--- src/rtl/dcache_consts.svh ---
`ifndef DCACHE_CONSTS_SVH
`define DCACHE_CONSTS_SVH

// byte address width
`define DC_ADDR_W 12

// load/store word width
`define DC_DATA_W 32

// one cache line
`define DC_LINE_W 128
`define DC_LINE_BYTES 16

// byte offset inside a line
`define DC_OFFSET_W 4

// lines per cache
`define DC_NUM_LINES 4

// memory acceptance to fill_valid
`define DC_MEM_LATENCY 4

`endif

--- src/rtl/dcache_pkg.sv ---
`default_nettype none

`include "dcache_consts.svh"

package dcache_pkg;

  // byte address and data widths
  typedef logic [`DC_ADDR_W-1:0] addr_t;
  typedef logic [`DC_DATA_W-1:0] word_t;
  typedef logic [`DC_LINE_W-1:0] line_t;

  // line address is the byte address without the offset
  typedef logic [`DC_ADDR_W-`DC_OFFSET_W-1:0] tag_t;

  // slot index inside one cache
  typedef logic [1:0] way_t;

  typedef enum logic [2:0] {
    IDLE,
    LOOKUP,
    MEM_REQ,
    MEM_WAIT,
    RESPOND
  } dcache_state_e;

  typedef enum logic [1:0] {
    MEM_IDLE,
    MEM_BUSY,
    MEM_DONE
  } mem_state_e;

endpackage

`default_nettype wire

--- src/rtl/mem_req_if.sv ---
`default_nettype none

interface mem_req_if
  import dcache_pkg::*;
();

  // request channel
  logic  valid;
  logic  ready;
  logic  store;
  logic  word;
  addr_t addr;
  word_t wdata;

  // one-cycle fill or store acknowledge
  logic  fill_valid;
  line_t fill_line;

  modport requester (
    output valid, store, word, addr, wdata,
    input  ready, fill_valid, fill_line
  );

  modport responder (
    input  valid, store, word, addr, wdata,
    output ready, fill_valid, fill_line
  );

endinterface

`default_nettype wire

--- src/rtl/mem_arbiter.sv ---
`default_nettype none

module mem_arbiter
  import dcache_pkg::*;
(
  input  logic clk,
  input  logic arst_n,
  mem_req_if.responder req_1,
  mem_req_if.responder req_2,
  mem_req_if.requester mem
);

  // 0 = port 1, 1 = port 2
  logic last_grant;
  logic busy;
  logic sel;

  // while busy the last grant is the owner of the transfer
  always_comb begin
    if (busy) begin
      sel = last_grant;
    end else if (req_1.valid && req_2.valid) begin
      sel = ~last_grant;
    end else begin
      sel = req_2.valid;
    end
  end

  assign mem.valid = !busy && (sel ? req_2.valid : req_1.valid);
  assign mem.store = sel ? req_2.store : req_1.store;
  assign mem.word  = sel ? req_2.word  : req_1.word;
  assign mem.addr  = sel ? req_2.addr  : req_1.addr;
  assign mem.wdata = sel ? req_2.wdata : req_1.wdata;

  assign req_1.ready = !busy && !sel && mem.ready;
  assign req_2.ready = !busy && sel && mem.ready;

  // fill goes back only to the owner
  assign req_1.fill_valid = busy && !last_grant && mem.fill_valid;
  assign req_2.fill_valid = busy && last_grant && mem.fill_valid;
  assign req_1.fill_line  = last_grant ? '0 : mem.fill_line;
  assign req_2.fill_line  = last_grant ? mem.fill_line : '0;

  always_ff @(posedge clk or negedge arst_n) begin
    if (!arst_n) begin
      busy       <= 1'b0;
      last_grant <= 1'b1;
    end else if (mem.valid && mem.ready) begin
      busy       <= 1'b1;
      last_grant <= sel;
    end else if (mem.fill_valid) begin
      busy <= 1'b0;
    end
  end

endmodule

`default_nettype wire

--- src/flat_wrapper.sv ---
// flat-port wrapper written by rule: the top's interface ports become plain ports
module mem_arbiter_flat import dcache_pkg::*;
  (clk, arst_n, req_1_valid, req_1_store, req_1_word, req_1_addr, req_1_wdata, req_1_ready, req_1_fill_valid, req_1_fill_line, req_2_valid, req_2_store, req_2_word, req_2_addr, req_2_wdata, req_2_ready, req_2_fill_valid, req_2_fill_line, mem_valid, mem_store, mem_word, mem_addr, mem_wdata, mem_ready, mem_fill_valid, mem_fill_line);
  mem_req_if req_1_i ();
  mem_req_if req_2_i ();
  mem_req_if mem_i ();
  input  logic clk;
  input  logic arst_n;
  input wire logic [$bits(req_1_i.valid)-1:0] req_1_valid;
  input wire logic [$bits(req_1_i.store)-1:0] req_1_store;
  input wire logic [$bits(req_1_i.word)-1:0] req_1_word;
  input wire logic [$bits(req_1_i.addr)-1:0] req_1_addr;
  input wire logic [$bits(req_1_i.wdata)-1:0] req_1_wdata;
  output wire logic [$bits(req_1_i.ready)-1:0] req_1_ready;
  output wire logic [$bits(req_1_i.fill_valid)-1:0] req_1_fill_valid;
  output wire logic [$bits(req_1_i.fill_line)-1:0] req_1_fill_line;
  input wire logic [$bits(req_2_i.valid)-1:0] req_2_valid;
  input wire logic [$bits(req_2_i.store)-1:0] req_2_store;
  input wire logic [$bits(req_2_i.word)-1:0] req_2_word;
  input wire logic [$bits(req_2_i.addr)-1:0] req_2_addr;
  input wire logic [$bits(req_2_i.wdata)-1:0] req_2_wdata;
  output wire logic [$bits(req_2_i.ready)-1:0] req_2_ready;
  output wire logic [$bits(req_2_i.fill_valid)-1:0] req_2_fill_valid;
  output wire logic [$bits(req_2_i.fill_line)-1:0] req_2_fill_line;
  output wire logic [$bits(mem_i.valid)-1:0] mem_valid;
  output wire logic [$bits(mem_i.store)-1:0] mem_store;
  output wire logic [$bits(mem_i.word)-1:0] mem_word;
  output wire logic [$bits(mem_i.addr)-1:0] mem_addr;
  output wire logic [$bits(mem_i.wdata)-1:0] mem_wdata;
  input wire logic [$bits(mem_i.ready)-1:0] mem_ready;
  input wire logic [$bits(mem_i.fill_valid)-1:0] mem_fill_valid;
  input wire logic [$bits(mem_i.fill_line)-1:0] mem_fill_line;
  assign req_1_i.valid = req_1_valid;
  assign req_1_i.store = req_1_store;
  assign req_1_i.word = req_1_word;
  assign req_1_i.addr = req_1_addr;
  assign req_1_i.wdata = req_1_wdata;
  assign req_1_ready = req_1_i.ready;
  assign req_1_fill_valid = req_1_i.fill_valid;
  assign req_1_fill_line = req_1_i.fill_line;
  assign req_2_i.valid = req_2_valid;
  assign req_2_i.store = req_2_store;
  assign req_2_i.word = req_2_word;
  assign req_2_i.addr = req_2_addr;
  assign req_2_i.wdata = req_2_wdata;
  assign req_2_ready = req_2_i.ready;
  assign req_2_fill_valid = req_2_i.fill_valid;
  assign req_2_fill_line = req_2_i.fill_line;
  assign mem_valid = mem_i.valid;
  assign mem_store = mem_i.store;
  assign mem_word = mem_i.word;
  assign mem_addr = mem_i.addr;
  assign mem_wdata = mem_i.wdata;
  assign mem_i.ready = mem_ready;
  assign mem_i.fill_valid = mem_fill_valid;
  assign mem_i.fill_line = mem_fill_line;
  mem_arbiter u_core (.clk(clk), .arst_n(arst_n), .req_1(req_1_i), .req_2(req_2_i), .mem(mem_i));
endmodule
--- config.mk ---
export PLATFORM = sky130hd
export DESIGN_NAME = mem_arbiter_flat
export DESIGN_NICKNAME = d
export VERILOG_FILES = /design/src/rtl/dcache_pkg.sv /design/src/rtl/mem_req_if.sv /design/src/rtl/mem_arbiter.sv /design/src/flat_wrapper.sv
export VERILOG_INCLUDE_DIRS = /design/src /design/src/rtl
export SDC_FILE = /design/constraint.sdc
export NUM_CORES = 1
export LEC_CHECK = 0
export BUFFER_PORTS_ARGS = -buffer_cell sky130_fd_sc_hd__buf_2
export CAP_MARGIN = 25
export CORE_AREA = 2 2 206 208
export DETAILED_ROUTE_END_ITERATION = 16
export DIE_AREA = 0 0 208 210
export PLACE_DENSITY = 0.39
export SLEW_MARGIN = 20
export SYNTH_ARGS = -nofsm -noshare
export SYNTH_HDL_FRONTEND = slang
export SYNTH_SLANG_ARGS = --single-unit
--- constraint.sdc ---
create_clock -name clk -period 4.93 [get_ports clk]
set_input_delay 0.7395 -clock clk [delete_from_list [all_inputs] [get_ports clk]]
set_output_delay 0.7395 -clock clk [all_outputs]
set_load 0.02 [all_outputs]
==> results.sh <==
export IMPL_hpwlAfterDp_mm=16.1
export IMPL_gp_congestion=0.753
export IMPL_cts_sinks=2
export IMPL_p_seq_share_pct=2.4
export IMPL_min_period_over_period_pct=64.0
export IMPL_final_nets=1086
export IMPL_syn_instance_count=353
export IMPL_cpMaxStageDelayCell="dfstp_4"
export IMPL_setup_viol=0
export IMPL_viasPerCell=3.10
export IMPL_critPathTopFamily="flip-flops"
export IMPL_start_kind="register"
export IMPL_p_int_uw=819
export IMPL_swShare_pct=61.4
export IMPL_drc_errors=0
export IMPL_instances_no_fill=1402
export IMPL_rows=75
export IMPL_status="complete, no violations"
export IMPL_synth_enable_flop_cells=0
export IMPL_min_period_ns=3.16
export IMPL_synth_ff_latch_count=2
export IMPL_power_frac_comb_pct=91.6
export IMPL_placed_cell_area_um2=5650
export IMPL_crit_type="register to primary output"
export IMPL_worstPathArrival_ns=2.42
export IMPL_hold_violations=0
export IMPL_clock_fmax_mhz=317
export IMPL_cp_cell_sequence="nand2_2, a31oi_4, buf_4, mux2_2, buf_2"
export IMPL_worst_slew_pin_transition_ns=0.788
export IMPL_fin_worst_skew_ns=0.00225
export IMPL_area_delta_synth_final_pct=136
export IMPL_grt_overflow=0
export IMPL_dp_cells=1394
export IMPL_yosys_warnings=0
export IMPL_p_leak_uw=0.00322
export IMPL_syn_num_nets=579
export IMPL_cp_max_fo=46
export IMPL_cts_htree_levels=1
export IMPL_cts_buffer_depth=2
export IMPL_total_power_uw=2120
export IMPL_cts_resized=0
export IMPL_cts_tree="done"
export IMPL_peakVddDrop_mv=0.121
export IMPL_synth_cell_types=18
export IMPL_die_h_um=210
export IMPL_antenna_found_initial=5
export IMPL_wl_per_cell_um=12.7
export IMPL_worstPathBufferInverterCount=2
export IMPL_die_w_um=208
export IMPL_setup_tns_ns=0
export IMPL_synthArstFlopShare_pct=100
export IMPL_firstDrtPassIters=4
export IMPL_avgSynthCellArea_um2=6.89
export IMPL_first_global_vias=4080
export IMPL_power_density_nw_per_um2=370
export IMPL_grt_pass1_wl_mm=23.5
export IMPL_grt_max_degree=141
export IMPL_clk_pin_slew_ns=0.03
export IMPL_synth_top_flop_cell="dfstp_2"
export IMPL_numCtsBuffers=3
export IMPL_initial_core_util_pct=5.86
export IMPL_maxCapViolCount=0
export IMPL_regArea_um2=55.1
export IMPL_clk_latency_ns=0.22
export IMPL_post_cts_setup_buffers=0
export IMPL_final_antenna_net_count=0
export IMPL_vias=4344
export IMPL_multiInputGateArea_um2=2220
export IMPL_io_pins=533
export IMPL_die_area_um2=43700
export IMPL_cts_root_buffer="clkbuf_16"
export IMPL_clockPowerShare_pct=6.0
export IMPL_p_switching_uw=1300
export IMPL_end_kind="primary output"
export IMPL_synth_area_um2=2430
export IMPL_track_usage_pct=7.14
export IMPL_ctsHoldBuffers=0
export IMPL_wl_mm=17.8
export IMPL_rsz0062_at_grt="no"
export IMPL_core_um2=41500
export IMPL_critPathRequiredTime_ns=4.19
export IMPL_final_area_um2=5740
export IMPL_slew_violations=0
export IMPL_portBuffers=532
export IMPL_hp_class="input pin to async pin"
export IMPL_fillers=4819
export IMPL_cp_slowest_stage_delay_ns=0.76
export IMPL_synth_seq_area_share_pct=2.11
export IMPL_drive_gt1_share_pct=66.9
export IMPL_relSlewSlack_pct=47.5
export IMPL_drtIter0Drc=102
cell usage in the layout, fill, tap and decap left out, drive strengths merged:
cell      n
o22ai     1
and2    129
diode     4
dfstp     1
a31oi     2
and3      2
buf     535
a21oi     2
inv       1
dfrtp     1
mux2     46
clkbuf    4
nor2b   129
nand2     3
nor2      3
path summary, 6_finish.rpt:
kind,startpoint,endpoint,slack [ns],depth (start not counted)
min in group clk,req_1_valid,u_core.last_grant,0.73,2
worst max register to register,u_core.last_grant,u_core.last_grant,3.82,2
worst max-delay path,u_core.last_grant,mem_wdata[22],1.77,5
max in group asynchronous,arst_n,u_core.last_grant,4.44,1
worst min register to register,u_core.busy,u_core.busy,0.77,2
worst min-delay path,arst_n,u_core.busy,0.30,1
layout make-up:
type	count	area share, %
repair buffers	535	47.0
multi-input cells	317	38.6
well taps	539	11.8
clock buffers	4	1.37
flip-flops and latches	2	0.960
diodes	4	0.175
inverters	1	0.0654
cell usage after synthesis (2+ instances only):
master      n  area [um^2]
a21oi_1     2         10.0
and2_1    128          801
and3_1      2         12.5
buf_6       5         56.3
clkbuf_1   28          105
mux2_1     13          146
mux2_2     33          372
nand2_1     2         7.51
nor2_1      3         11.3
nor2b_1   129          807
state kept, by name, indices dropped and copies added (netlist names):
register	cells
u_core.busy	1
u_core.last_grant	1
power groups by stage:
stage	sequential, uW	combinational (uW)	clock, uW
after detailed placement	53.6	1960	0
after global routing	55.5	2070	132
after global placement	52.2	1970	0
final	51.5	1940	127
after floorplan	25.5	1310	0
after CTS	53.7	1960	130
logic make-up after synthesis:
| group | after synthesis | synth area share, % |
|---|---|---|
| buf+inv | 34 | 6.79 |
| flops | 2 | 2.11 |
| mux | 46 | 21.3 |
| simple gates | 266 | 68.0 |
| compound gates | 5 | 1.80 |
metrics by stage:
stage          worst slack, ns  util [%]  hold WS [ns]
2_1_floorplan             2.45         -         0.444
3_3_place_gp              2.03      13.6         0.530
3_5_place_dp              1.97      13.6         0.533
5_1_grt                   1.68      13.8         0.304
4_1_cts                   1.75      13.8         0.301
6_report                  1.77      13.8         0.303
layer usage:
layer | track usage [%] | wire length, um
met1 | 6.63 | 5900
met3 | 1.12 | 1410
met4 | 4.11 | 776
met2 | 14.6 | 9660
met5 | 0 | 12
No activity file was read; power rests on OpenSTA's default activity.
